[config.mk]
export PLATFORM = sky130hd
export DESIGN_NAME = cache_array
export DESIGN_NICKNAME = d
export VERILOG_FILES = /design/src/rtl/cache_array.sv
export SDC_FILE = /design/constraint.sdc
export NUM_CORES = 1
export LEC_CHECK = 0
export ABC_AREA = 1
export BUFFER_PORTS_ARGS = -buffer_cell sky130_fd_sc_hd__buf_2
export CAP_MARGIN = 25
export CORE_ASPECT_RATIO = 0.7
export CORE_MARGIN = 2
export CORE_UTILIZATION = 41
export DETAILED_ROUTE_END_ITERATION = 12
export PLACE_DENSITY = 0.65
export SLEW_MARGIN = 20
export SYNTH_ARGS = -nofsm -noshare
export SYNTH_HDL_FRONTEND = slang
export SYNTH_SLANG_ARGS = --single-unit
[constraint.sdc]
create_clock -name clk -period 2.8 [get_ports clk]
set_clock_uncertainty 0.15 [all_clocks]
set_input_delay 0.14 -clock clk [delete_from_list [all_inputs] [get_ports clk]]
set_output_delay 0.14 -clock clk [all_outputs]
set_load 0.03 [all_outputs]
[src/rtl/cache_array.sv]
`timescale 1ns/1ps
`default_nettype none

module cache_array #(
    parameter type     entry_t = logic [31:0],
    parameter int      DEPTH   = 32,
    localparam int     AW      = $clog2(DEPTH)
) (
    input  wire logic          clk,
    input  wire logic          wr_en,
    input  wire logic [AW-1:0] wr_addr,
    input  wire entry_t        wr_data,
    input  wire logic [AW-1:0] rd_addr,
    output entry_t             rd_data
);

    entry_t mem_q [DEPTH];

    always_ff @(posedge clk) begin
        if (wr_en) begin
            mem_q[wr_addr] <= wr_data;
        end
    end

    // Asynchronous read, lookup completes in the request cycle
    assign rd_data = mem_q[rd_addr];

endmodule

`default_nettype wire

Word level (Yosys, flattened, before mapping):

Memory sizes are Yosys's and may differ from the RTL's.
Index checks and enable logic that the tools add are counted.

* memory bits (read-only): 0
* flip-flop bits (word level): 0
* memories: 1
* RAM bits: 1024
* bits of input ports: 44
* bits in latches: 0

* multiply operators: 0
* mux-type cells: 2
* bitwise logic cells: 0
* $lt $le $gt $ge: 0
* div/mod/pow operators: 0
* add/sub/neg operators: 0
* reduce and logical (&&, ||, !) cells: 0
* shift operators: 0
* eq/ne operators: 0

Memory list
* mem_q: depth 32, width 32, read ports 1, clocked after Yosys merged registers in 0, wr ports 1, line 17 `entry_t mem_q [DEPTH];`

Operators by type and width (number)
* $mux W1: 2

Longest topological paths before layout:

* depth after elaboration: 2
* gate-level depth with buffers: 12
* depth with buffers taken out: 9

Worst setup path after synthesis:

No wires, ideal clock.

* path kind: input -> register
* start point: input wr_addr[0]
* end point: memory mem_q[8][0] (netlist name) (enable)
* setup slack: 0.434 ns
* arrival: 1.795 ns
* setup time: 0.421 ns
* stages on the path: 3
* cells stage by stage: inv_1 nand3_1 nor2_1

RTL lines
* from (decl): line 11 `input wire logic [AW-1:0] wr_addr,`
* to (decl): line 17

Straight into the memory's write port.

==> metrics.txt <==
# TYPE chip_impl_metric gauge
chip_impl_metric{name="floorplan.initialDensity",unit=""} 0.416
chip_impl_metric{name="grt_first_pass_wirelength",unit="mm"} 167
chip_impl_metric{name="detail_route.drc_violations",unit=""} 0
chip_impl_metric{name="drt-wirelength-per-cell",unit="microns"} 22.5
chip_impl_metric{name="die_area",unit="sq mm"} 0.104
chip_impl_info{name="top_library_cells_by_usage_in_the_layout_fill_and_taps_aside",value="sky130_fd_sc_hd__nand2_1 (1440), sky130_fd_sc_hd__edfxtp_1 (1024), sky130_fd_sc_hd__nand3_1 (780)"} 1
chip_impl_metric{name="post_synth_num_cell_types",unit=""} 13
chip_impl_metric{name="power.density",unit="mW/mm^2"} 677
chip_impl_metric{name="vias_per_cell",unit=""} 5.49
chip_impl_metric{name="synth.cell_area",unit="sq mm"} 0.0418
chip_impl_metric{name="dp_cells",unit=""} 4814
chip_impl_metric{name="cts_setup_buffers",unit=""} 0
chip_impl_info{name="critical_path.most_common_cell",value="sky130_fd_sc_hd__nand2_1"} 1
chip_impl_metric{name="stdcell_count",unit=""} 5016
chip_impl_metric{name="detail-route-antenna-nets",unit=""} 0
chip_impl_info{name="post_synth_main_area_contributors",value="sky130_fd_sc_hd__edfxtp_1 (74%), sky130_fd_sc_hd__nand2_1 (13%), sky130_fd_sc_hd__nand3_1 (9.3%)"} 1
chip_impl_metric{name="final-hold-violation-count",unit=""} 0
chip_impl_metric{name="worst_slew_pin_slew",unit="ns"} 0.740
chip_impl_metric{name="setup-tns-final",unit="ns"} 0
chip_impl_metric{name="synth_sequential_area_ratio",unit=""} 0.736
chip_impl_metric{name="postSynthNetCount",unit=""} 3548
chip_impl_metric{name="drive_above_1_share",unit=""} 0.0969
chip_impl_metric{name="globalRouteTotalUtil",unit=""} 0.214
chip_impl_metric{name="syn_area_per_cell",unit="sq um"} 11.9
chip_impl_info{name="min-delay-path-class",value="input port to flop"} 1
chip_impl_metric{name="num-nets-final",unit=""} 3646
chip_impl_metric{name="static-leakage-power",unit="nW"} 17.2
chip_impl_info{name="worst_path_max_delay_cell",value="sky130_fd_sc_hd__buf_12"} 1
chip_impl_metric{name="timing.critical_path.arrival",unit="ns"} 2.23
chip_impl_metric{name="ioPinCount",unit=""} 76
chip_impl_metric{name="drt_iter0_markers",unit=""} 3505
chip_impl_metric{name="drv_cap",unit=""} 0
chip_impl_metric{name="ys_ff_latch",unit=""} 1024
chip_impl_metric{name="finalWirelength",unit="mm"} 113
chip_impl_metric{name="layout.core_utilization",unit=""} 0.470
chip_impl_metric{name="port-buffer-count",unit=""} 75
chip_impl_metric{name="coreArea",unit="sq mm"} 0.100
chip_impl_metric{name="yosysWarningCount",unit=""} 0
chip_impl_metric{name="critical_path_peak_fanout",unit=""} 136
chip_impl_metric{name="cpPeakStageDelay",unit="ns"} 0.44
chip_impl_metric{name="achievable-frequency",unit="MHz"} 397
chip_impl_info{name="critPathLaunchType",value="input port"} 1
chip_impl_metric{name="design_area_final",unit="sq mm"} 0.0473
chip_impl_info{name="largest-register",value="mem_q"} 1
chip_impl_metric{name="global_route.overflow_total",unit=""} 0
chip_impl_metric{name="dieWidth",unit="microns"} 385
chip_impl_metric{name="cts-buffers-inserted",unit=""} 90
chip_impl_metric{name="largest_net_degree_at_the_start_of_global_routing",unit=""} 137
chip_impl_info{name="critPathKind",value="input port to primary output"} 1
chip_impl_metric{name="grt_pass1_vias",unit=""} 25500
chip_impl_metric{name="count_of_fill_cells_added_during_filler_insertion",unit=""} 8942
chip_impl_metric{name="p_total",unit="mW"} 32.0
chip_impl_metric{name="place_area",unit="sq mm"} 0.0440
chip_impl_metric{name="dieHeight",unit="microns"} 271
chip_impl_metric{name="std_cell_rows",unit=""} 97
chip_impl_metric{name="htree_num_levels",unit=""} 3
chip_impl_info{name="end_kind",value="primary output"} 1
chip_impl_metric{name="largest_register_ff_count",unit=""} 1024
chip_impl_metric{name="detailedPlacementHpwl",unit="mm"} 62.3
chip_impl_metric{name="slew_violations",unit=""} 0
chip_impl_metric{name="synth_top_cell_area_share",unit=""} 0.736
chip_impl_metric{name="cts_repair_resizes",unit=""} 0
chip_impl_metric{name="detailroute.via_count",unit=""} 27500
chip_impl_info{name="crit_path_cell_trace",value="buf_8 -> buf_12 -> nand2_1 -> nand3_1 -> nand3_1 -> nand2_1 -> nand2_1 -> nand2_1 -> nand2_1 -> nand2_1 -> buf_2"} 1
chip_impl_metric{name="final.min_clock_period",unit="ns"} 2.52
chip_impl_info{name="outcome",value="complete, no violations"} 1
chip_impl_info{name="grt_setup_unrepaired",value="false"} 1
chip_impl_metric{name="final_setup_fails",unit=""} 0
chip_impl_metric{name="period_utilization_post_route",unit=""} 0.900
chip_impl_metric{name="cts_buffer_depth",unit=""} 3
chip_impl_info{name="mostFrequentLayoutCell",value="sky130_fd_sc_hd__nand2_1"} 1
chip_impl_metric{name="gpl.final_weighted_congestion",unit=""} 0.806
chip_impl_metric{name="cts_sinks",unit=""} 1024
chip_impl_info{name="ctsRootBufferMaster",value="sky130_fd_sc_hd__clkbuf_16"} 1
chip_impl_metric{name="worst_setup_hold_path_clk_slew",unit="ns"} 0.07
chip_impl_metric{name="timing.critical_path.required",unit="ns"} 2.51
chip_impl_info{name="largest_registers",value="mem_q (1024)"} 1
chip_impl_metric{name="worst_ir_drop_vdd",unit="uV"} 559
chip_impl_metric{name="antenna_found_initial",unit=""} 14
chip_impl_metric{name="drt_pre_antenna_iters",unit=""} 5
chip_impl_info{name="cts_tree",value="built"} 1
chip_impl_info{name="yosys.area.top_type",value="sky130_fd_sc_hd__edfxtp_1"} 1
chip_impl_metric{name="area_growth_syn_to_layout",unit="%"} 13.2
chip_impl_metric{name="cells_after_synth",unit=""} 3504
chip_impl_metric{name="relSlewSlack",unit=""} 0.506
==> cell families after synthesis <==
kind of cell,after synthesis,share of synthesized area
buffers and inverters,228,0.0380
flip-flops,1024,0.736
AND/OR/NAND/NOR,2252,0.226
==> cells in the mapped netlist <==
library cell and n:
sky130_fd_sc_hd__nand2_1 1440, sky130_fd_sc_hd__edfxtp_1 1024, sky130_fd_sc_hd__nand3_1 780, sky130_fd_sc_hd__buf_2 83, sky130_fd_sc_hd__buf_6 66, sky130_fd_sc_hd__nor2_1 32
sky130_fd_sc_hd__buf_4 24, sky130_fd_sc_hd__clkbuf_1 24, sky130_fd_sc_hd__buf_1 18, sky130_fd_sc_hd__inv_1 7, sky130_fd_sc_hd__buf_8 3, sky130_fd_sc_hd__inv_2 2
sky130_fd_sc_hd__inv_8 1
==> stage by stage <==
stage / hold WS [ns] / setup WS, ns
floorplan: 0.0889 / 0.434
global placement: 0.489 / 0.498
detailed placement: 0.499 / 0.435
CTS: 0.0345 / 0.385
global route: 0.0814 / 0.220
finish: 0.0813 / 0.281
==> layer usage <==
metal	up-vias	global-route usage	routed length [microns]
met5	-	0	84
met4	14	0.0537	2430
met3	183	0.0501	12800
met2	1390	0.306	48000
met1	13500	0.328	49600
li1	12400	-	-
==> where the power goes <==
part	switching, mW	internal (mW)
Clock	5.59	7.12
Sequential	0.0384	17.0
Combinational	1.63	0.591
Total	7.25	24.8
==> cell type report <==
class | instances | area, sq um | share of cell area
Inverter | 10 | 66.3 | 0.00140
Clock buffer | 113 | 2490 | 0.0526
Clock inverter | 52 | 474 | 0.0100
Tap cell | 1336 | 1670 | 0.0354
Timing Repair Buffer | 224 | 2140 | 0.0453
Sequential cell | 1024 | 30700 | 0.650
Antenna cell | 5 | 12.5 | 0.000265
Multi-Input combinational cell | 2252 | 9670 | 0.205
==> final timing paths <==
| kind | slack [ns] | startpoint | depth (start not counted) | to |
|---|---|---|---|---|
| setup / recovery | 0.28 | rd_addr[0] | 11 | rd_data[23] |
| hold / removal | 0.08 | wr_en | 4 | mem_q[0][30]$_DFFE_PP_ |
==> worst max-delay path: cells and delay by family <==
family        cells  cell delay, ns
buf+inv           3            1.01
simple gates      8            0.84
==> what timing repair did <==
item | 4_1_cts | 5_1_grt
hold buffers | 32 | 0
setup endpoints to repair | 0 | 0
endpoints found under the hold margin | 1024 | 0
No activity file was read; power rests on OpenSTA's default activity.
