$ cat src/rtl/dcache_pkg.sv
`default_nettype none

package dcache_pkg;

    // Bus widths
    localparam int ADDR_W = 32;
    localparam int DATA_W = 32;

    // Line geometry, 8 words of 4 bytes
    localparam int WORDS_PER_LINE = 8;
    localparam int WORD_OFF_W     = 3;  // Word select within a line
    localparam int BYTE_OFF_W     = 2;  // Byte select within a word

    // CPU request, held by the core while cpu_stall is high
    typedef struct packed {
        logic              read;
        logic              write;
        logic [ADDR_W-1:0] addr;
        logic [DATA_W-1:0] wdata;
    } cpu_req_t;

    // Memory request, held until mem_ready
    typedef struct packed {
        logic              read;
        logic              write;
        logic [ADDR_W-1:0] addr;
        logic [DATA_W-1:0] wdata;
    } mem_req_t;

endpackage

`default_nettype wire
$ cat src/rtl/line_refill.sv
`timescale 1ns/1ps
`default_nettype none

module line_refill #(
    parameter int  NUM_LINES = 32,
    localparam int IDX_W     = $clog2(NUM_LINES),
    localparam int TAG_W     = dcache_pkg::ADDR_W - IDX_W
                             - dcache_pkg::WORD_OFF_W - dcache_pkg::BYTE_OFF_W,
    localparam int LINE_W    = TAG_W + IDX_W
) (
    input  wire logic                               clk,
    input  wire logic                               reset,
    input  wire logic                               start,
    input  wire logic [LINE_W-1:0]                  line_base,
    input  wire logic                               mem_ready,
    output logic                                    active,
    output logic [dcache_pkg::ADDR_W-1:0]           refill_addr,
    output logic [dcache_pkg::WORD_OFF_W-1:0]       word_idx,
    output logic                                    word_done,
    output logic                                    line_done
);

    import dcache_pkg::*;

    localparam logic [WORD_OFF_W-1:0] LAST_WORD = WORD_OFF_W'(WORDS_PER_LINE - 1);

    logic [LINE_W-1:0] base_q;  // Tag and index of the line being filled
    logic              launch;

    assign launch = start && !active;

    // Word counter, wraps back to zero after the last word
    always_ff @(posedge clk) begin
        if (reset) begin
            active   <= 1'b0;
            word_idx <= '0;
        end else if (launch) begin
            active   <= 1'b1;
            word_idx <= '0;
        end else if (word_done) begin
            word_idx <= word_idx + 1'b1;
            if (line_done) begin
                active <= 1'b0;  // Line complete
            end
        end
    end

    always_ff @(posedge clk) begin
        if (launch) begin
            base_q <= line_base;
        end
    end

    // Word accepted by memory in this cycle
    assign word_done = active && mem_ready;
    assign line_done = word_done && (word_idx == LAST_WORD);

    // Line base plus 4 times the word index
    assign refill_addr = {base_q, word_idx, {BYTE_OFF_W{1'b0}}};

endmodule

`default_nettype wire

$ cat config.mk
export PLATFORM = sky130hd
export DESIGN_NAME = line_refill
export DESIGN_NICKNAME = d
export VERILOG_FILES = /design/src/rtl/dcache_pkg.sv /design/src/rtl/line_refill.sv
export SDC_FILE = /design/constraint.sdc
export NUM_CORES = 1
export LEC_CHECK = 0
export ABC_CLOCK_PERIOD_IN_PS = 3700
export BUFFER_PORTS_ARGS = -buffer_cell sky130_fd_sc_hd__clkbuf_2
export CAP_MARGIN = 20
export CORE_AREA = 2 2 69 71
export CTS_BUF_LIST = sky130_fd_sc_hd__clkbuf_16
export DETAILED_ROUTE_END_ITERATION = 8
export DIE_AREA = 0 0 71 73
export SLEW_MARGIN = 15
export SYNTH_ARGS = -nofsm -noshare
export SYNTH_HDL_FRONTEND = slang
export SYNTH_SLANG_ARGS = --single-unit
$ cat constraint.sdc
create_clock -name clk -period 3.7 [get_ports clk]
set_input_delay 0.37 -clock clk [delete_from_list [all_inputs] [get_ports clk]]
set_output_delay 0.37 -clock clk [all_outputs]
set_load 0.05 [all_outputs]
======== Yosys cells after proc, flatten, opt, wreduce, memory -nomap -nowiden ========
Index checks and enable logic that the tools add are counted.
cells by class
  mux-type cells .......................... 3
  reductions and logical operators ........ 8
  eq/ne operators ......................... 1
  add/subtract/negate cells ............... 1
operator list
  kind                 count
  $reduce_bool 2->1    2
  $add 3x1->3 const B  1
  $eq 3x3->1 const B   1
  $logic_and 1x1->1    3
  $mux 1               3
  $reduce_and 2->1     1
  $reduce_or 2->1      1
  $logic_not 1->1      1
storage, ports and cells
  input port bits ......................... 31
  register bits ........................... 31

======== Depth between registers and ports, before layout ========
Gate-level depths: netlist (run 1).
  depth in word-level cells ............... 5
  depth in mapped cells ................... 4
  gate-level depth less buffers ........... 4

======== Worst setup path after synthesis (run 1) ========
OpenSTA, ideal clock, no wires.
  kind .................................... reg-to-reg
  start point ............................. register active
  end point ............................... register base_q[0] (enable)
  stages on the path, launching flop included .. 3
  data arrival time ....................... 1.854 ns
  slack ................................... 1.435 ns
  required time ........................... 3.289 ns
  library setup time ...................... 0.411 ns
  path through ............................ dfxtp_1 buf_6 nor2_1
between the ends
  cells in the longest elaborated chain, start to end .. 2
ends and longest elaborated chain
  element                 RTL line           text
  start, declared         line_refill.sv:16  output logic active,
  start signal, assigned  line_refill.sv:35  active <= 1'b0;
  start signal, assigned  line_refill.sv:38  active <= 1'b1;
  start signal, assigned  line_refill.sv:43  active <= 1'b0;
  $logic_not 1->1         line_refill.sv:30  assign launch = start && !active;
  $logic_and 1x1->1       line_refill.sv:30
  named net launch        line_refill.sv:28  logic launch;
  end signal, assigned    line_refill.sv:50  base_q <= line_base;
  end, declared           line_refill.sv:27  logic [LINE_W-1:0] base_q;
The timed path passes the listed nets, and every way through them passes these cells.
A chain may end at the register's enable or synchronous reset.

======== Worst setup path after layout (run 1) ========
  start point ............................. register word_idx[0] (netlist bit)
  end point ............................... output line_done
between the ends
  cells in the longest elaborated chain, start to end .. 2
ends and longest elaborated chain
  element                 RTL line           text
  start, declared         line_refill.sv:18  output logic [dcache_pkg::WORD_OFF_W-1:0] word_idx,
  start signal, assigned  line_refill.sv:41  word_idx <= word_idx + 1'b1;
  $eq 3x3->1              line_refill.sv:56  assign line_done = word_done && (word_idx == LAST_WORD);
  $logic_and 1x1->1       line_refill.sv:56
  end, declared           line_refill.sv:20  output logic line_done
Every way passes these cells.

==> summary.txt, run 1 <==
Power and ir drop
  • Pwr/cell area: 579 mW/mm2
  • Leak Pwr: 0.709 nW
  • VDD IR max: 0.178 mV

Synth
  • Post-synthesis sequential area ratio: 82.8%
  • Library cells used by synthesis: 16
  • Syn avg cell area: 19.6 um2
  • Flop and latch count out of synthesis: 31
  • Yosys warns: 0
  • Synth Instances: 55
  • Synthesized cell area: 0.00108 mm2

Clocking
  • Clock Path Buffers: 2
  • Post-CTS sizing: 0
  • Clk Latency, worst-skew pair: 270 ps
  • Clk sinks: 31
  • Num CTS Buffers: 5
  • CTS tree: yes
  • CTS clock-pin slew for the worst setup and hold paths: 50 ps
  • H-tree depth: 2
  • Post-CTS Setup Repair Bufs: 0
  • Root buf cell: clkbuf_16
  • Post-CTS Hold Buffers: 0

Status
  • Status: finished, final reports clean

Setup path
  • CP max-delay cell: dfxtp_1
  • Critical path capture point type: output port
  • CP arrival: 1460 ps
  • Crit start category: flip-flop
  • Crit Reg-Reg Endpoint: base_q[17]$_DFFE_PP_
  • CP Cell Sequence: ha_1, ha_1, and3_2, clkbuf_2
  • Required time of the critical path: 3330 ps
  • R2R Setup Slk: 2460 ps
  • CP startpoint: word_idx[0]$_SDFFE_PP0P_
  • RR Startpoint: active$_SDFFE_PP0P_
  • Kind of critical path: reg2out
  • R2R depth: 2
  • Maximum fanout along the worst path: 5
  • Crit-path most repeated cell: ha_1
  • Worst setup path end: line_done
  • Slowest stage delay, CP: 410 ps

Worst hold path
  • Hold Crit Class: in2reg
  • WHS Path Cells: 1

Timing
  • RSZ-0062 raised after global routing: false
  • Final Max Slew Viols: 0
  • Setup TNS: 0 ps
  • Tcrit/Tclk final: 49.6%
  • Skew final: 7.10 ps
  • Fmax: 545 MHz
  • Final setup violation count: 0
  • Period minus WS final: 1830 ps
  • Endpoints failing hold: 0

Run
  • Max_cap viols: 0

Global route
  • First-pass GRT wire length: 3210 um
  • GRT Total Usage: 8.35%
  • Initial antenna violation count: 0
  • Largest net degree at the start of global routing: 28
  • Vias in the first global route: 670
  • Overflow after GRT: 0

Cells and area
  • Layout area overhead: 46.2%
  • Filler cell count: 432
  • Fin nets: 157
  • Share of layout cells above drive strength 1: 62.9%
  • Antenna diodes: 0
  • Final Cell Area: 0.00157 mm2

Placed design
  • # port buffers: 66
  • GPL Wtd Cong: 0.727
  • Final HPWL DP: 1670 um
  • Placed Area: 0.00144 mm2

Floorplan
  • Top Ports: 69
  • Die area: 0.00518 mm2
  • Rows: 25
  • DIE HEIGHT: 73 um
  • Core area: 0.00454 mm2
  • Die W: 71 um
  • Initial Utilization: 23.7%

Route
  • Post-route DRC violation count: 0
  • Total Routed Length: 2140 um
  • Drt via density: 4.01
  • Via count: 714
  • Routed len/inst: 12.0 um
  • DR pass1 iterations: 2
  • Starting DRT DRC Count: 10
  • Routed Antenna Nets: 0
[placed cells by master, fill, tap and decap left out]
cell type	n
nor2_2	1
buf_4	1
a22oi_1	1
xnor2_1	1
and2_4	1
inv_1	1
nor2_1	2
clkinv_2	1
a211oi_2	2
edfxtp_1	27
clkinv_1	1
clkbuf_16	5
a21oi_1	2
and3_2	1
mux2i_1	2
conb_1	2
clkbuf_2	66
dfxtp_1	4
ha_1	2
nor3_1	1
[kinds of logic (layout without fill, tap and decap cells)]
family                     count (synthesis)  in the layout  share of synthesized area (%)
AOI/OAI and AO/OA                          5              5                           3.95
xor gates and xnor gates                   1              1                          0.814
adders and majority gates                  2              2                           2.33
buffers and inverters                      7             75                           4.88
DFF                                       31             31                           82.8
muxes                                      2              2                           1.86
other                                      1              2                          0.349
and+or+nand+nor                            6              6                           3.02
[critical path, delay by kind of cell, from the launching register on]
kind                     cells  cell delay [ps]
buffers and inverters        1              280
adder cells (fa/ha/maj)      2              320
flip-flops                   1              410
AND/OR/NAND/NOR              1              180
[registers in the layout, indices dropped and copies added (netlist names)]
name	flops
word_idx	3
active	1
base_q	27
[how the worst min path moves through the flow]
stage	startpoint	endpoint	slack, ps
after floorplan	reset	word_idx[0]$_SDFFE_PP0P_	430
after global placement	word_idx[2]$_SDFFE_PP0P_	word_idx[2]$_SDFFE_PP0P_	550
after detailed placement	line_base[21]	base_q[21]$_DFFE_PP_	550
after CTS	line_base[21]	base_q[21]$_DFFE_PP_	270
after global routing	line_base[11]	base_q[11]$_DFFE_PP_	270
final	line_base[26]	base_q[26]$_DFFE_PP_	280
[power by group]
part	total (W)	leakage [nW]	switching [W]	internal, W
Sequential	0.000412	0.290	0.00000871	0.000404
Combinational	0.000130	0.352	0.0000998	0.0000302
Clock	0.000368	0.0671	0.000128	0.000240
[synth_stat cells (all sizes together)]
cell    count  area (um2)
a211oi      2        25.0
and3        1        7.51
xnor2       1        8.76
nor3        1        5.00
ha          2        25.0
nor2        3        11.3
conb        1        3.75
edfxtp     27         811
and2        1        8.76
inv         1        3.75
a21oi       2        10.0
dfxtp       4        80.1
mux2i       2        20.0
buf         6        48.8
a22oi       1        7.51
[final cells by class]
type	instances	area (um2)	area share, %
Inverter	1	3.75	0.239
Clock buffer	5	125	7.96
Clock inverter	2	8.76	0.557
Tap cell	54	67.6	4.30
Timing Repair Buffer	67	338	21.5
Sequential cell	31	891	56.6
Multi-Input combinational cell	18	139	8.83
[per-stage QoR]
stage / worst slack [ps] / utilization [%] / hold slack, ps / total power, W / instances
global route: 1770 / 34.7 / 267 / 0.000948 / 178
finish: 1870 / 34.7 / 277 / 0.000910 / 178
CTS: 1850 / 34.7 / 272 / 0.000926 / 178
floorplan: 1430 / - / 435 / 0.000515 / 56
detailed placement: 2150 / 31.7 / 549 / 0.000551 / 171
global placement: 2180 / 31.7 / 547 / 0.000548 / 171
[layer usage]
layer / up-vias / track usage (%) / wire length (um)
met5: - / 0 / 0
met4: 0 / 3.14 / 32
met3: 3 / 4.56 / 276
met2: 54 / 13.4 / 1020
met1: 322 / 9.40 / 809
li1: 335 / - / -
(Power assumes the default switching activity.)
==> run 2, diff against run 1 <==
--- a/config.mk
+++ b/config.mk
@@ -5,7 +5,7 @@
 export SDC_FILE = /design/constraint.sdc
 export NUM_CORES = 1
 export LEC_CHECK = 0
-export ABC_CLOCK_PERIOD_IN_PS = 3700
+export ABC_CLOCK_PERIOD_IN_PS = 1650
 export BUFFER_PORTS_ARGS = -buffer_cell sky130_fd_sc_hd__clkbuf_2
 export CAP_MARGIN = 20
 export CORE_AREA = 2 2 69 71
==> constraint.sdc (replaced) <==
create_clock -name clk -period 1.65 [get_ports clk]
set_input_delay 0.165 -clock clk [delete_from_list [all_inputs] [get_ports clk]]
set_output_delay 0.165 -clock clk [all_outputs]
set_load 0.05 [all_outputs]
==> summary.txt, run 2 (synthesis gave the netlist of run 1 again) <==
Status
  • Status: finished, final reports clean (unchanged)

Route
  • Via count: 704 (was 714)
  • DR pass1 iterations: 2 (unchanged)
  • Post-route DRC violation count: 0 (unchanged)
  • Routed Antenna Nets: 0 (unchanged)
  • Drt via density: 3.96 (was 4.01)
  • Starting DRT DRC Count: 26 (was 10)
  • Routed len/inst: 11.7 um (was 12.0 um)
  • Total Routed Length: 2080 um (was 2140 um)

Floorplan
  • Top Ports: 69 (unchanged)
  • Die area: 0.00518 mm2 (unchanged)
  • Die W: 71 um (unchanged)
  • DIE HEIGHT: 73 um (unchanged)
  • Rows: 25 (unchanged)
  • Core area: 0.00454 mm2 (unchanged)
  • Initial Utilization: 23.7% (unchanged)

Worst hold path
  • Hold Crit Class: in2reg (unchanged)
  • Hold Path Sink: base_q[9]$_DFFE_PP_ (was base_q[26]$_DFFE_PP_)
  • WHS Path Cells: 1 (unchanged)
  • Min-delay src: line_base[9] (was line_base[26])

Timing
  • Period minus WS final: 1570 ps
  • Tcrit/Tclk final: 94.9%
  • Final setup violation count: 0 (unchanged)
  • Endpoints failing hold: 0 (unchanged)
  • Fmax: 639 MHz
  • RSZ-0062 raised after global routing: false (unchanged)
  • Setup TNS: 0 ps (unchanged)
  • Final Max Slew Viols: 0 (unchanged)
  • Skew final: 2.09 ps (was 7.10 ps)

Cells and area
  • Antenna diodes: 0 (unchanged)
  • Most frequent cells in the layout: clkbuf_2 (65), edfxtp_1 (27), clkbuf_16 (5) (was clkbuf_2 (66), edfxtp_1 (27), clkbuf_16 (5))
  • Commonest non-fill, non-tap cell in the layout: clkbuf_2 (unchanged)
  • Largest Register: base_q (unchanged)
  • Top Registers: base_q x27, word_idx x3, active x1 (unchanged)
  • Layout area overhead: 47.0% (was 46.2%)
  • Fin nets: 157 (unchanged)
  • Max reg flops: 27 (unchanged)
  • Share of layout cells above drive strength 1: 63.7% (was 62.9%)

Setup path
  • Kind of critical path: reg2out (unchanged)
  • Required time of the critical path: 1480 ps (was 3330 ps)
  • CP startpoint: word_idx[0]$_SDFFE_PP0P_ (unchanged)
  • R2R Setup Slk: 410 ps (was 2460 ps)
  • Slowest stage delay, CP: 340 ps (was 410 ps)
  • Crit Reg-Reg Endpoint: base_q[9]$_DFFE_PP_ (was base_q[17]$_DFFE_PP_)
  • CP arrival: 1400 ps (was 1460 ps)
  • CP Cell Sequence: ha_1, ha_1, and3_2, clkbuf_4 (was ha_1, ha_1, and3_2, clkbuf_2)
  • CP max-delay cell: dfxtp_2 (was dfxtp_1)
  • Crit start category: flip-flop (unchanged)
  • RR Startpoint: active$_SDFFE_PP0P_ (unchanged)
  • R2R depth: 2 (unchanged)
  • Crit-path most repeated cell: ha_1 (unchanged)
  • Critical path capture point type: output port (unchanged)
  • Maximum fanout along the worst path: 5 (unchanged)

Clocking
  • Post-CTS Hold Buffers: 0 (unchanged)
  • CTS tree: yes (unchanged)
  • Clk sinks: 31 (unchanged)
  • H-tree depth: 2 (unchanged)
  • Clk Latency, worst-skew pair: 260 ps (was 270 ps)
  • CTS clock-pin slew for the worst setup and hold paths: 50 ps (about the same)
  • Clock Path Buffers: 2 (unchanged)
  • Root buf cell: clkbuf_16 (unchanged)
  • Num CTS Buffers: 5 (unchanged)

Placed design
  • GPL Wtd Cong: 0.712 (was 0.727)
  • Final HPWL DP: 1660 um (was 1670 um)
  • # port buffers: 66 (unchanged)

Global route
  • GRT Total Usage: 8.60% (was 8.35%)
  • Initial antenna violation count: 0 (unchanged)
  • First-pass GRT wire length: 3250 um (was 3210 um)
  • Largest net degree at the start of global routing: 28 (unchanged)
  • Vias in the first global route: 661 (was 670)
  • Overflow after GRT: 0 (unchanged)

Power and ir drop
  • Leak Pwr: 0.711 nW (was 0.709 nW)
  • VDD IR max: 0.356 mV (was 0.178 mV)
  • Overall Power: 0.00203 W (was 0.000910 W)
  • Pwr/cell area: 1280 mW/mm2 (was 579 mW/mm2)

Run
  • Max_cap viols: 0 (unchanged)
==> run 2: changes by cell type in the layout (fill, tap and decap cells not counted) <==
cell,delta
clkbuf_2,-1
clkbuf_4,+1
dfxtp_1,-1
dfxtp_2,+1
nor2_2,-1
nor2_4,+1
==> run 2: cell type report <==
class	count	area [um2]
multi-input combinational	18	144
timing repair buffer	67	340
clock inverter	2	8.76
tap	54	67.6
fill	444	2950
sequential	31	892
inverter	1	3.75
clock buffer	5	125
==> run 2: how the worst max path moves through the flow <==
stage / end / slack [ps] / cells past startpoint
final: line_done / 80 / 4
after floorplan: active$_SDFFE_PP0P_ / 60 / 4
after global placement: line_done / 340 / 4
after detailed placement: line_done / 300 / 4
after global routing: line_done / 20 / 4
after CTS: line_done / 10 / 4
==> run 2: routing by layer <==
| layer | vias up | part of all wire [%] | track usage, % |
|---|---|---|---|
| met2 | 55 | 41 | 12.3 |
| met4 | 0 | 1.4 | 5.03 |
| met1 | 309 | 43 | 9.62 |
| met5 | - | 0 | 0 |
| li1 | 338 | - | - |
| met3 | 2 | 14 | 5.66 |
==> run 2: what timing repair did <==
| action | 4_1_cts | 5_1_grt |
|---|---|---|
| resized for setup | 0 | 3 |
| setup endpoints to repair | 0 | 1 |
| setup buffers | 0 | 0 |
==> run 2: power by group <==
group	switching (W)	internal, W
sequential	0.0000190	0.000905
combinational	0.000225	0.0000682
clock	0.000270	0.000538
total	0.000514	0.00151
==> run 2: per-stage QoR <==
step                      setup slack (ps)  std cells  util (%)  hold WS [ps]  area [um2]
after floorplan                       57.4         56         -           230        1090
after global placement                 337        171      31.8           342        1440
after detailed placement               301        171      31.8           344        1440
after CTS                             12.7        178      34.8          66.3        1580
after global routing                  18.4        178      34.9          62.7        1580
final                                 84.3        178      34.9          75.8        1580
==> run 2: worst max-delay path: cells and delay by family (launching register included) <==
family,cells,cell delay (ps)
adder cells (fa/ha/maj),2,380
flip-flops,1,340
AND/OR/NAND/NOR,1,210
buffers and inverters,1,210
