--- src/rtl/dcache_pkg.sv ---
`default_nettype none

package dcache_pkg;

    // Bus widths
    localparam int ADDR_W = 32;
    localparam int DATA_W = 32;

    // Line geometry, 8 words of 4 bytes
    localparam int WORDS_PER_LINE = 8;
    localparam int WORD_OFF_W     = 3;  // Word select within a line
    localparam int BYTE_OFF_W     = 2;  // Byte select within a word

    // CPU request, held by the core while cpu_stall is high
    typedef struct packed {
        logic              read;
        logic              write;
        logic [ADDR_W-1:0] addr;
        logic [DATA_W-1:0] wdata;
    } cpu_req_t;

    // Memory request, held until mem_ready
    typedef struct packed {
        logic              read;
        logic              write;
        logic [ADDR_W-1:0] addr;
        logic [DATA_W-1:0] wdata;
    } mem_req_t;

endpackage

`default_nettype wire
--- src/rtl/cache_controller.sv ---
`timescale 1ns/1ps
`default_nettype none

module cache_controller #(
    parameter int  NUM_LINES = 32,
    localparam int IDX_W     = $clog2(NUM_LINES),
    localparam int TAG_W     = dcache_pkg::ADDR_W - IDX_W
                             - dcache_pkg::WORD_OFF_W - dcache_pkg::BYTE_OFF_W,
    localparam int DIDX_W    = IDX_W + dcache_pkg::WORD_OFF_W
) (
    input  wire logic                               clk,
    input  wire logic                               reset,
    // CPU side
    input  wire dcache_pkg::cpu_req_t               cpu_req,
    output logic [dcache_pkg::DATA_W-1:0]           cpu_rdata,
    output logic                                    cpu_stall,
    // Memory side
    output dcache_pkg::mem_req_t                    mem_req,
    input  wire logic [dcache_pkg::DATA_W-1:0]      mem_rdata,
    input  wire logic                               mem_ready,
    // Tag array
    input  wire logic [TAG_W-1:0]                   tag_rd,
    output logic                                    tag_wr_en,
    output logic [TAG_W-1:0]                        tag_wr,
    // Data array
    input  wire logic [dcache_pkg::DATA_W-1:0]      data_rd,
    output logic                                    data_wr_en,
    output logic [DIDX_W-1:0]                       data_wr_idx,
    output logic [dcache_pkg::DATA_W-1:0]           data_wr,
    // Refill unit
    output logic                                    refill_start,
    input  wire logic                               refill_active,
    input  wire logic [dcache_pkg::ADDR_W-1:0]      refill_addr,
    input  wire logic [dcache_pkg::WORD_OFF_W-1:0]  refill_word_idx,
    input  wire logic                               refill_word_done,
    input  wire logic                               refill_line_done
);

    import dcache_pkg::*;

    typedef enum logic [1:0] {
        IDLE,
        REFILL,
        WRITE_MEM
    } state_t;

    state_t state_q;
    state_t state_d;

    logic [NUM_LINES-1:0] valid_q;
    logic [DATA_W-1:0]    wdata_q;  // Write-through data

    logic [TAG_W-1:0]      req_tag;
    logic [IDX_W-1:0]      req_index;
    logic [WORD_OFF_W-1:0] req_word;
    logic                  hit;

    // Address split
    assign req_tag   = cpu_req.addr[ADDR_W-1 -: TAG_W];
    assign req_index = cpu_req.addr[BYTE_OFF_W + WORD_OFF_W +: IDX_W];
    assign req_word  = cpu_req.addr[BYTE_OFF_W +: WORD_OFF_W];

    assign hit = valid_q[req_index] && (tag_rd == req_tag);

    always_ff @(posedge clk) begin
        if (reset) begin
            state_q <= IDLE;
            valid_q <= '0;
        end else begin
            state_q <= state_d;
            if (tag_wr_en) begin
                valid_q[req_index] <= 1'b1;  // Line usable from next cycle
            end
        end
    end

    always_ff @(posedge clk) begin
        if (state_q == IDLE && cpu_req.write) begin
            wdata_q <= cpu_req.wdata;
        end
    end

    always_comb begin
        state_d = state_q;
        case (state_q)
            IDLE: begin
                if (cpu_req.read && !hit) begin
                    state_d = REFILL;
                end else if (cpu_req.write) begin
                    state_d = WRITE_MEM;
                end
            end
            REFILL: begin
                if (refill_line_done) begin
                    state_d = IDLE;  // Held read looks up again
                end
            end
            WRITE_MEM: begin
                if (mem_ready) begin
                    state_d = IDLE;
                end
            end
            default: state_d = IDLE;
        endcase
    end

    // Stall and memory request
    always_comb begin
        mem_req   = '0;
        cpu_stall = 1'b0;
        case (state_q)
            IDLE: begin
                cpu_stall = (cpu_req.read && !hit) || cpu_req.write;
            end
            REFILL: begin
                cpu_stall    = 1'b1;
                mem_req.read = refill_active;
                mem_req.addr = refill_addr;
            end
            WRITE_MEM: begin
                cpu_stall     = !mem_ready;  // Released when memory accepts
                mem_req.write = 1'b1;
                mem_req.addr  = cpu_req.addr;
                mem_req.wdata = wdata_q;
            end
            default: cpu_stall = 1'b1;
        endcase
    end

    assign refill_start = (state_q == IDLE) && cpu_req.read && !hit;

    // Tag update on the last refill word
    assign tag_wr_en = (state_q == REFILL) && refill_line_done;
    assign tag_wr    = req_tag;

    // Data port shared by refill and write hit
    always_comb begin
        if (state_q == REFILL) begin
            data_wr_en  = refill_word_done;
            data_wr_idx = {req_index, refill_word_idx};
            data_wr     = mem_rdata;
        end else begin
            data_wr_en  = (state_q == WRITE_MEM) && mem_ready && hit;
            data_wr_idx = {req_index, req_word};
            data_wr     = wdata_q;
        end
    end

    assign cpu_rdata = data_rd;

endmodule

`default_nettype wire

--- config.mk ---
export PLATFORM = sky130hd
export DESIGN_NAME = cache_controller
export DESIGN_NICKNAME = d
export VERILOG_FILES = /design/src/rtl/dcache_pkg.sv /design/src/rtl/cache_controller.sv
export SDC_FILE = /design/constraint.sdc
export NUM_CORES = 1
export LEC_CHECK = 0
export ABC_CLOCK_PERIOD_IN_PS = 2510
export BUFFER_PORTS_ARGS = -buffer_cell sky130_fd_sc_hd__buf_4
export CORE_AREA = 8 8 131 133
export CTS_BUF_LIST = sky130_fd_sc_hd__clkbuf_4 sky130_fd_sc_hd__clkbuf_8 sky130_fd_sc_hd__clkbuf_16
export CTS_CLUSTER_SIZE = 10
export DETAILED_ROUTE_END_ITERATION = 12
export DIE_AREA = 0 0 139 141
export PLACE_DENSITY = 0.72
export SLEW_MARGIN = 20
export SYNTH_ARGS = -nofsm -noshare
export SYNTH_HDL_FRONTEND = slang
export SYNTH_SLANG_ARGS = --single-unit
--- constraint.sdc ---
create_clock -name clk -period 2.51 [get_ports clk]
set_input_delay 0.251 -clock clk [delete_from_list [all_inputs] [get_ports clk]]
set_output_delay 0.251 -clock clk [all_outputs]
set_load 0.1 [all_outputs]
### Yosys cells after proc, flatten, opt, wreduce, memory -nomap -nowiden

Cells that the tools add are included.

* register bits: 66
* input port bits: 193
* output and inout port bits: 164
* word-level logic and storage cells: 43

* magnitude comparators: 2
* equality and inequality tests: 6
* muxes and demuxes: 17
* bitwise gates (word level): 1
* reduce and logical (&&, ||, !) cells: 14

Operator list (number)
* two-way mux 32 bit: 2
* one-hot mux 32 bit (2 select lines): 1
* bitwise OR 32 bit: 1
* == test 22 bit: 1
* logical AND 1 bit: 9
* two-way mux 2 bit: 4
* less-than comparator 5 x 6 -> 1 bit (second input constant): 1
* one-hot mux 2 bit (3 select lines): 1
* binary-select mux 1 bit (select 5 bit): 1
* demux 1 bit (select 5 bit): 1
* greater-or-equal comparator 5 x 1 -> 1 bit (second input constant): 1
* two-way mux 1 bit: 5
* != test 2 bit (second input constant): 2
* two-way mux 3 bit: 1
* != test 3 x 2 -> 1 bit (second input constant): 1
* AND reduction 3 bit: 1
* == test 2 x 1 -> 1 bit (second input constant): 1
* == test 2 bit (second input constant): 1
* logical NOT 1 bit: 2
* logical NOT 2 bit: 1
* one-hot mux 1 bit (2 select lines): 1
* logical OR 1 bit: 1

### Depth between registers and ports, before layout

Gate-level depths: netlist (run 1).

* depth in word-level cells: 7
* mapped depth: 9
* mapped depth without buffers: 7

### Worst setup path after synthesis (run 1)

OpenSTA, ideal clock, no wires.

* kind: flip-flop to output port
* from: register state_q[0]
* to: output port data_wr_en
* arrival time: 4.148 ns
* required time: 2.259 ns
* setup slack: -1.889 ns
* stages on the path, launching flop included: 7
* path buffers: 2
* path through: dfxtp_1 > inv_1 > ha_1 > clkbuf_1 > clkbuf_1 > nand2_1 > o31ai_1

* longest elaborated chain between the ends: 4
* elaborated cells between the ends (all ways): 5
* classes of those cells: eq/ne (2); mux (1); reduce/logical (2)

RTL lines
* start: declaration: RTL line cache_controller.sv:47 `state_t state_q;`
* start signal: assignment: RTL line cache_controller.sv:70 `state_q <= state_d;`
* == test 2 bit: RTL line cache_controller.sv:143 `data_wr_en = (state_q == WRITE_MEM) && mem_ready && hit;`
* logical AND 1 bit (2 in a row): RTL line cache_controller.sv:143
* two-way mux 1 bit (*): RTL line cache_controller.sv:138 `if (state_q == REFILL) begin`
* end: declaration: RTL line cache_controller.sv:27 `output logic data_wr_en,`

Every way passes the cells marked *; elsewhere a longest branch is shown, timed or not.

### Worst setup path after layout (run 1)

* from: input port cpu_req[63] (netlist bit)
* to: output port data_wr_en

* longest elaborated chain between the ends: 4

RTL lines
* start: declaration: RTL line cache_controller.sv:14 `input wire dcache_pkg::cpu_req_t cpu_req,`
* == test 22 bit: RTL line cache_controller.sv:63 `assign hit = valid_q[req_index] && (tag_rd == req_tag);`
* logical AND 1 bit: RTL line cache_controller.sv:63
* logical AND 1 bit: RTL line cache_controller.sv:143
* two-way mux 1 bit: RTL line cache_controller.sv:138

No other way between the ends.

==> run_summary.xml, run 1 <==
<?xml version="1.0" encoding="UTF-8"?>
<metrics>
  <group name="sta">
    <metric name="min_period_over_period" unit="%">96.4</metric>
    <metric name="rsz0062_at_grt" unit="">false</metric>
    <metric name="timing.final.crit_period" unit="ps">2420</metric>
    <metric name="achievable-frequency" unit="GHz">0.413</metric>
    <metric name="postLayoutSetupSlackWorst" unit="ps">90.0</metric>
    <metric name="clock_skew" unit="ps">10.1</metric>
    <metric name="final-setup-viol-count" unit="">0</metric>
    <metric name="worst-slew-pin-transition" unit="ps">572</metric>
    <metric name="number_of_slew_limit_violations_in_the_final_report" unit="">0</metric>
    <metric name="report.final.hold_viol_count" unit="">0</metric>
    <metric name="slew_headroom" unit="%">61.6</metric>
  </group>
  <group name="critical_path">
    <metric name="max_stage_delay" unit="ps">390</metric>
    <metric name="path_max_fanout" unit="">3</metric>
    <metric name="worst-endpoint-arrival" unit="ps">2170</metric>
    <metric name="critPathLaunchType" unit="">primary input</metric>
    <metric name="worst_path_most_repeated_cell" unit="">buf_4</metric>
    <metric name="r2r.worst_path.cells" unit="">7</metric>
    <metric name="critical_path.cell_chain" unit="">buf_4 -&gt; xor2_1 -&gt; nor4_1 -&gt; nand4_1 -&gt; nor4_2 -&gt; buf_4 -&gt; o31ai_4 -&gt; buf_4 -&gt; o31ai_4 -&gt; buf_12</metric>
    <metric name="cpMaxStageDelayCell" unit="">nor4_1</metric>
    <metric name="cp_data_required_time" unit="ps">2260</metric>
    <metric name="critical_path_class" unit="">in -&gt; out</metric>
    <metric name="cp_capture_type" unit="">output port</metric>
  </group>
  <group name="floorplan">
    <metric name="placeableCoreArea" unit="um2">15000</metric>
    <metric name="die_width" unit="um">139</metric>
    <metric name="floorplan.initialDensity" unit="%">29.2</metric>
    <metric name="floorplan.io_pins" unit="">357</metric>
    <metric name="die_h" unit="um">141</metric>
    <metric name="num_rows" unit="">45</metric>
    <metric name="area_of_the_die" unit="um2">19600</metric>
  </group>
  <group name="clocking">
    <metric name="cts_hold_buffers" unit="">0</metric>
    <metric name="cts_root_buf" unit="">clkbuf_16</metric>
    <metric name="cts_sinks" unit="">66</metric>
    <metric name="max-clock-path-buffers" unit="">2</metric>
    <metric name="cts_inserted_buffers" unit="">9</metric>
    <metric name="cts-htree-levels" unit="">3</metric>
    <metric name="cts_tree" unit="">yes</metric>
    <metric name="clkLatencyLatePin" unit="ps">330</metric>
    <metric name="clk_pin_slew" unit="ps">60</metric>
  </group>
  <group name="drt">
    <metric name="dr_total_vias" unit="">4087</metric>
    <metric name="ant_nets" unit="">0</metric>
    <metric name="iteration_0_drc_count_of_the_detailed_router" unit="">213</metric>
    <metric name="avgRoutedWirePerCell" unit="um">21.2</metric>
    <metric name="detail_route.vias_per_cell" unit="">4.68</metric>
    <metric name="drt_wl_total" unit="mm">18.5</metric>
    <metric name="drtPass1Iterations" unit="">5</metric>
    <metric name="detail_route.drc_violations" unit="">0</metric>
  </group>
  <group name="grt">
    <metric name="grt_antenna_before_repair" unit="">2</metric>
    <metric name="grt_pass1_wl" unit="mm">26.2</metric>
    <metric name="grt_max_degree" unit="">65</metric>
    <metric name="overall_routing_resource_usage" unit="%">17.6</metric>
    <metric name="vias_in_the_first_global_route" unit="">4102</metric>
    <metric name="global_route.overflow_total" unit="">0</metric>
  </group>
  <group name="logic_synthesis">
    <metric name="postSynthAreaPerCell" unit="um2">9.69</metric>
    <metric name="number_of_flops_mapped_to_enable_cells_by_yosys" unit="">32</metric>
    <metric name="netlist.top_cell.by_area" unit="">edfxtp_1</metric>
    <metric name="synthesis.area" unit="um2">4370</metric>
    <metric name="ys_top_cells_by_count" unit="">buf_4 (61), mux2_2 (45), a21oi_1 (39), nor2_1 (36)</metric>
    <metric name="synth_fp_nets" unit="">647</metric>
    <metric name="synth_cells" unit="">451</metric>
    <metric name="ys_seq_area_share" unit="%">37.6</metric>
    <metric name="synth.top_cells.by_area" unit="">edfxtp_1 (22%), dfxtp_1 (16%), mux2_2 (12%), buf_4 (10%), a22oi_1 (5.8%)</metric>
    <metric name="synth_seq_cells" unit="">66</metric>
    <metric name="async_reset_ff_share" unit="%">0</metric>
    <metric name="netlist.area_leader.share" unit="%">22.0</metric>
    <metric name="post-synth-top-count-cell" unit="">buf_4</metric>
    <metric name="synth_cell_types" unit="">44</metric>
    <metric name="ys.flop_type" unit="">dfxtp_1</metric>
    <metric name="yosysWarnings" unit="">0</metric>
  </group>
  <group name="power_and_ir_drop">
    <metric name="p_leak" unit="nW">3.00</metric>
    <metric name="irDropWorstVdd" unit="uV">426</metric>
    <metric name="power-per-cell-area" unit="nW/um2">702</metric>
  </group>
  <group name="flow_run">
    <metric name="total_of_max_cap_violations" unit="">0</metric>
  </group>
  <group name="cells_and_area">
    <metric name="fillerInstances" unit="">1451</metric>
    <metric name="finish.net_count" unit="">875</metric>
    <metric name="final_cells" unit="">873</metric>
    <metric name="drive_gt1_share" unit="%">61.3</metric>
    <metric name="multi_input_area" unit="um2">2230</metric>
    <metric name="area_growth" unit="%">54.9</metric>
    <metric name="ff_latch_area" unit="um2">1640</metric>
  </group>
  <group name="worst_hold_path">
    <metric name="worst_hold_path_type" unit="">in -&gt; reg</metric>
    <metric name="hold_depth" unit="">1</metric>
  </group>
  <group name="outcome">
    <metric name="outcome" unit="">completed</metric>
  </group>
  <group name="placed_design">
    <metric name="placed_cells" unit="">854</metric>
    <metric name="place_worst_setup_slack" unit="ps">130</metric>
    <metric name="buffer_ports.inserted" unit="">292</metric>
    <metric name="place.gp.congestion" unit="">0.791</metric>
    <metric name="dp_hpwl" unit="mm">14.9</metric>
  </group>
</metrics>
[layout by cell type, fill, tap and decap left out, types with 2 or more instances in the layout]
master      synthesis  routed
and3_1              3       2
buf_4              61     303
o31ai_4             1       2
nor4_1              4       4
nor2_1             36      36
xor2_1             18      18
inv_1               7       7
ha_4                0       2
buf_12              0       3
clkinv_2            0       3
a21oi_1            39      39
xnor2_1             4       4
mux2_1              2       2
nor3b_2             3       3
clkinvlp_4          0       2
mux4_2              2       2
nand4_1             2       2
a22oi_1            34      34
dfxtp_1            34      34
and2_1             34      33
nand2_1             6       6
mux2_2             45      45
nor3_1              2       2
nor2b_2             0      31
edfxtp_1           32      32
and3_2              1       2
clkbuf_16           0       9
buf_6               2       2
[stage by stage]
step	hold WS [ps]	setup TNS [ps]	cell area (um2)	utilization [%]	power, W
floorplan	349	-32.6	4490	-	0.00326
global placement	429	0	6450	43.1	0.00361
detailed placement	430	0	6450	43.1	0.00362
CTS	74.8	0	6740	45.0	0.00479
global route	75.9	0	6770	45.2	0.00492
finish	89.6	0	6770	45.2	0.00476
[kinds of logic (layout without fill, tap and decap cells)]
kind of cell,after synthesis,in the layout,share of synthesized area (%)
AO/OA/AOI/OAI,85,85,13.1
XOR/XNOR,22,22,4.41
adder cells (fa/ha/maj),3,3,0.859
buffers and inverters,98,331,14.3
flip-flops,66,66,37.6
multiplexers,49,49,13.1
other,0,1,0
AND/OR/NAND/NOR,128,128,16.7
[where the power goes]
group | switching (W) | internal (W) | leakage, nW
clock | 0.000457 | 0.000700 | 0.135
sequential | 0.0000279 | 0.00120 | 0.580
combinational | 0.00173 | 0.000647 | 2.28
[layout make-up]
class / instances / share of cell area, %
antenna: 1 / 0.0370
clock buffer: 11 / 3.64
clock inverter: 5 / 0.444
inverter: 7 / 0.388
multi-input combinational: 287 / 32.9
sequential: 66 / 24.3
tap: 188 / 3.48
timing repair buffer: 308 / 34.8
[worst paths after layout]
check                            from                        to  slack (ps)
max                       cpu_req[63]                data_wr_en          90
min reg2reg  valid_q[26]$_SDFFE_PP0P_  valid_q[26]$_SDFFE_PP0P_         460
min                       cpu_req[19]     wdata_q[19]$_DFFE_PP_          90
max reg2reg   state_q[0]$_SDFFE_PP0P_   state_q[1]$_SDFFE_PP0P_         460
[metal layers]
metal,track usage (%),wire length (um),share of wire (%),vias up
li1,-,-,-,1971
met4,7.34,546,2.9,2
met2,30.8,9530,51,171
met3,5.44,1370,7.4,46
met1,19.5,7070,38,1897
met5,0,9,0.049,-
[timing repair]
action                                  CTS  global route
gates resized for setup                   0             2
endpoints found under the setup margin    2             9
setup buffers                             1             1
pin swaps                                 1             0
[registers in the layout, indices dropped and copies added (netlist names)]
register and cells:
valid_q 32, wdata_q 32, state_q 2
[critical path, delay by kind of cell]
family	cells	cell delay (ps)
AO/OA/AOI/OAI	2	290
XOR/XNOR	1	140
AND/OR/NAND/NOR	3	780
buffers and inverters	4	690
(Power assumes the default switching activity.)
==> run 2, diff against run 1 <==
Settings changed: CORE_AREA 8 8 131 133 to 8 8 133 135, CTS_BUF_LIST sky130_fd_sc_hd__clkbuf_4 sky130_fd_sc_hd__clkbuf_8 sky130_fd_sc_hd__clkbuf_16 to sky130_fd_sc_hd__clkbuf_2, DIE_AREA 0 0 139 141 to 0 0 141 143, PLACE_DENSITY 0.72 to 0.7.
==> run 2 against run 1 <==
The run now ends with setup timing left; non-clock buffer count increased by 42; clock power decreased by 45%; hold slack improved by 12 ps; critical path depth decreased by 3; count of clock-buffer cells in the layout unchanged; worst setup slack got worse by 180 ps; via count increased by 5.6%; power decreased by 8.6%; cell area increased by 5.7%; largest power group unchanged.
==> run_summary.xml, run 2 (synthesis results as in run 1) <==
<?xml version="1.0" encoding="UTF-8"?>
<metrics>
  <group name="outcome">
    <metric name="outcome" unit="">finished with violations</metric>
    <metric name="failed_checks" unit="">setup timing</metric>
  </group>
  <group name="floorplan">
    <metric name="num_rows" unit="">46</metric>
    <metric name="floorplan.io_pins" unit="">357</metric>
    <metric name="die_width" unit="um">141</metric>
    <metric name="die_h" unit="um">143</metric>
    <metric name="floorplan.initialDensity" unit="%">28.0</metric>
    <metric name="placeableCoreArea" unit="um2">15600</metric>
    <metric name="area_of_the_die" unit="um2">20200</metric>
  </group>
  <group name="flow_run">
    <metric name="total_of_max_cap_violations" unit="">0</metric>
  </group>
  <group name="drt">
    <metric name="avgRoutedWirePerCell" unit="um">19.9</metric>
    <metric name="ant_nets" unit="">0</metric>
    <metric name="detail_route.vias_per_cell" unit="">4.58</metric>
    <metric name="dr_total_vias" unit="">4316</metric>
    <metric name="drt_wl_total" unit="mm">18.8</metric>
    <metric name="iteration_0_drc_count_of_the_detailed_router" unit="">183</metric>
    <metric name="detail_route.drc_violations" unit="">0</metric>
    <metric name="drtPass1Iterations" unit="">4</metric>
  </group>
  <group name="sta">
    <metric name="clock_skew" unit="ps">25.9</metric>
    <metric name="min_period_over_period" unit="%">104</metric>
    <metric name="timing.final.crit_period" unit="ps">2600</metric>
    <metric name="final-setup-viol-count" unit="">2</metric>
    <metric name="report.final.hold_viol_count" unit="">0</metric>
    <metric name="achievable-frequency" unit="GHz">0.384</metric>
    <metric name="postLayoutSetupSlackWorst" unit="ps">-93.7</metric>
    <metric name="slew_headroom" unit="%">68.5</metric>
    <metric name="number_of_slew_limit_violations_in_the_final_report" unit="">0</metric>
    <metric name="worst_hold_slack" unit="ps">102</metric>
    <metric name="rsz0062_at_grt" unit="">true</metric>
    <metric name="tns" unit="ps">-172</metric>
    <metric name="worst-slew-pin-transition" unit="ps">470</metric>
  </group>
  <group name="grt">
    <metric name="vias_in_the_first_global_route" unit="">4470</metric>
    <metric name="grt_pass1_wl" unit="mm">27.0</metric>
    <metric name="grt_antenna_before_repair" unit="">1</metric>
    <metric name="grt_max_degree" unit="">35</metric>
    <metric name="global_route.overflow_total" unit="">0</metric>
    <metric name="overall_routing_resource_usage" unit="%">17.7</metric>
  </group>
  <group name="cells_and_area">
    <metric name="finish.net_count" unit="">917</metric>
    <metric name="drive_gt1_share" unit="%">59.1</metric>
    <metric name="mostFrequentLayoutCell" unit="">buf_4</metric>
    <metric name="area_growth" unit="%">63.8</metric>
    <metric name="layout_top_registers" unit="">valid_q: 32 flops, wdata_q: 32 flops, state_q: 2 flops</metric>
    <metric name="layout.cells.most_common_list" unit="">buf_4 (291), mux2_2 (45), a21oi_1 (39), nor2_1 (36), a22oi_1 (34)</metric>
    <metric name="antenna_cells_inserted" unit="">0</metric>
    <metric name="finalInstanceArea" unit="um2">7160</metric>
  </group>
  <group name="critical_path">
    <metric name="cp_capture_type" unit="">output port</metric>
    <metric name="cpMaxStageDelayCell" unit="">mux4_2</metric>
    <metric name="worst-endpoint-arrival" unit="ps">2350</metric>
    <metric name="critPathBufInv" unit="">2</metric>
    <metric name="crit_family" unit="">compound AO/OA/AOI/OAI gates</metric>
    <metric name="max_stage_delay" unit="ps">460</metric>
    <metric name="critical_path.cell_chain" unit="">mux4_2 -&gt; a22oi_2 -&gt; o21ai_2 -&gt; o31ai_4 -&gt; buf_12 -&gt; and3_4 -&gt; buf_12</metric>
    <metric name="worst_path_most_repeated_cell" unit="">buf_12</metric>
    <metric name="critPathLaunchType" unit="">register</metric>
    <metric name="path_max_fanout" unit="">4</metric>
    <metric name="critical_path_class" unit="">reg -&gt; out</metric>
    <metric name="cp_data_required_time" unit="ps">2260</metric>
  </group>
  <group name="placed_design">
    <metric name="buffer_ports.inserted" unit="">292</metric>
    <metric name="post_dp_cell_area" unit="um2">6530</metric>
    <metric name="dp_hpwl" unit="mm">14.7</metric>
    <metric name="place_worst_setup_slack" unit="ps">77.8</metric>
    <metric name="place.gp.congestion" unit="">0.838</metric>
  </group>
  <group name="power_and_ir_drop">
    <metric name="p_leak" unit="nW">3.15</metric>
    <metric name="irDropWorstVdd" unit="uV">361</metric>
    <metric name="finalPower" unit="W">0.00435</metric>
    <metric name="power-per-cell-area" unit="nW/um2">607</metric>
  </group>
  <group name="clocking">
    <metric name="max-clock-path-buffers" unit="">2</metric>
    <metric name="cts_sinks" unit="">66</metric>
    <metric name="clk_pin_slew" unit="ps">190</metric>
    <metric name="cts_inserted_buffers" unit="">9</metric>
    <metric name="cts_tree" unit="">yes</metric>
    <metric name="cts-htree-levels" unit="">3</metric>
    <metric name="cts_root_buf" unit="">clkbuf_2</metric>
    <metric name="clkLatencyLatePin" unit="ps">520</metric>
  </group>
  <group name="worst_hold_path">
    <metric name="worst_hold_path_type" unit="">in -&gt; reg</metric>
  </group>
</metrics>
run 2: changes by cell type in the layout (fill, tap and decap cells not counted), sizes merged:
| cell | change |
|---|---|
| dlygate4sd3 | +33 |
| buf | +9 |
| bufinv | +1 |
| clkinvlp | -1 |
| diode | -1 |
run 2: timing repair:
| action | 4_1_cts | 5_1_grt |
|---|---|---|
| pin swaps | 4 | 0 |
| setup endpoints to repair | 62 | 34 |
| buffers inserted | 5 | 1 |
| resized for setup | 13 | 19 |
| hold buffers | 33 | 0 |
| hold endpoints to repair | 33 | 0 |
run 2: power by group:
group | switching [W] | internal [W]
combinational | 0.00176 | 0.000724
clock | 0.000398 | 0.000235
sequential | 0.0000309 | 0.00120
run 2: final cells by class:
cell class | count | area [um2]
timing repair buffer | 350 | 2860
clock buffer | 11 | 55.1
multi-input combinational | 287 | 2250
sequential | 66 | 1640
tap | 216 | 270
fill | 1489 | 8440
clock inverter | 5 | 55.1
inverter | 7 | 26.3
run 2: stage by stage:
| step | util, % | std cells |
|---|---|---|
| 2_1_floorplan | - | 451 |
| 3_3_place_gp | 41.8 | 887 |
| 3_5_place_dp | 41.8 | 887 |
| 4_1_cts | 45.3 | 941 |
| 5_1_grt | 45.9 | 942 |
| 6_report | 45.9 | 942 |
run 2: metal layers:
| layer | wire length (um) | track usage (%) | up-vias |
|---|---|---|---|
| met2 | 9740 | 31.5 | 174 |
| li1 | - | - | 2058 |
| met5 | 13 | 0 | - |
| met1 | 6970 | 18.4 | 2046 |
| met4 | 415 | 6.50 | 2 |
| met3 | 1660 | 7.25 | 36 |
run 2: path summary, 6_finish.rpt:
kind,startpoint,endpoint,slack (ps),depth (start not counted)
worst max-delay path,valid_q[27]$_SDFFE_PP0P_,refill_start,-90,7
worst max register to register,state_q[0]$_SDFFE_PP0P_,state_q[1]$_SDFFE_PP0P_,560,7
worst min register to register,valid_q[27]$_SDFFE_PP0P_,valid_q[27]$_SDFFE_PP0P_,480,2
worst min-delay path,reset,valid_q[6]$_SDFFE_PP0P_,100,2
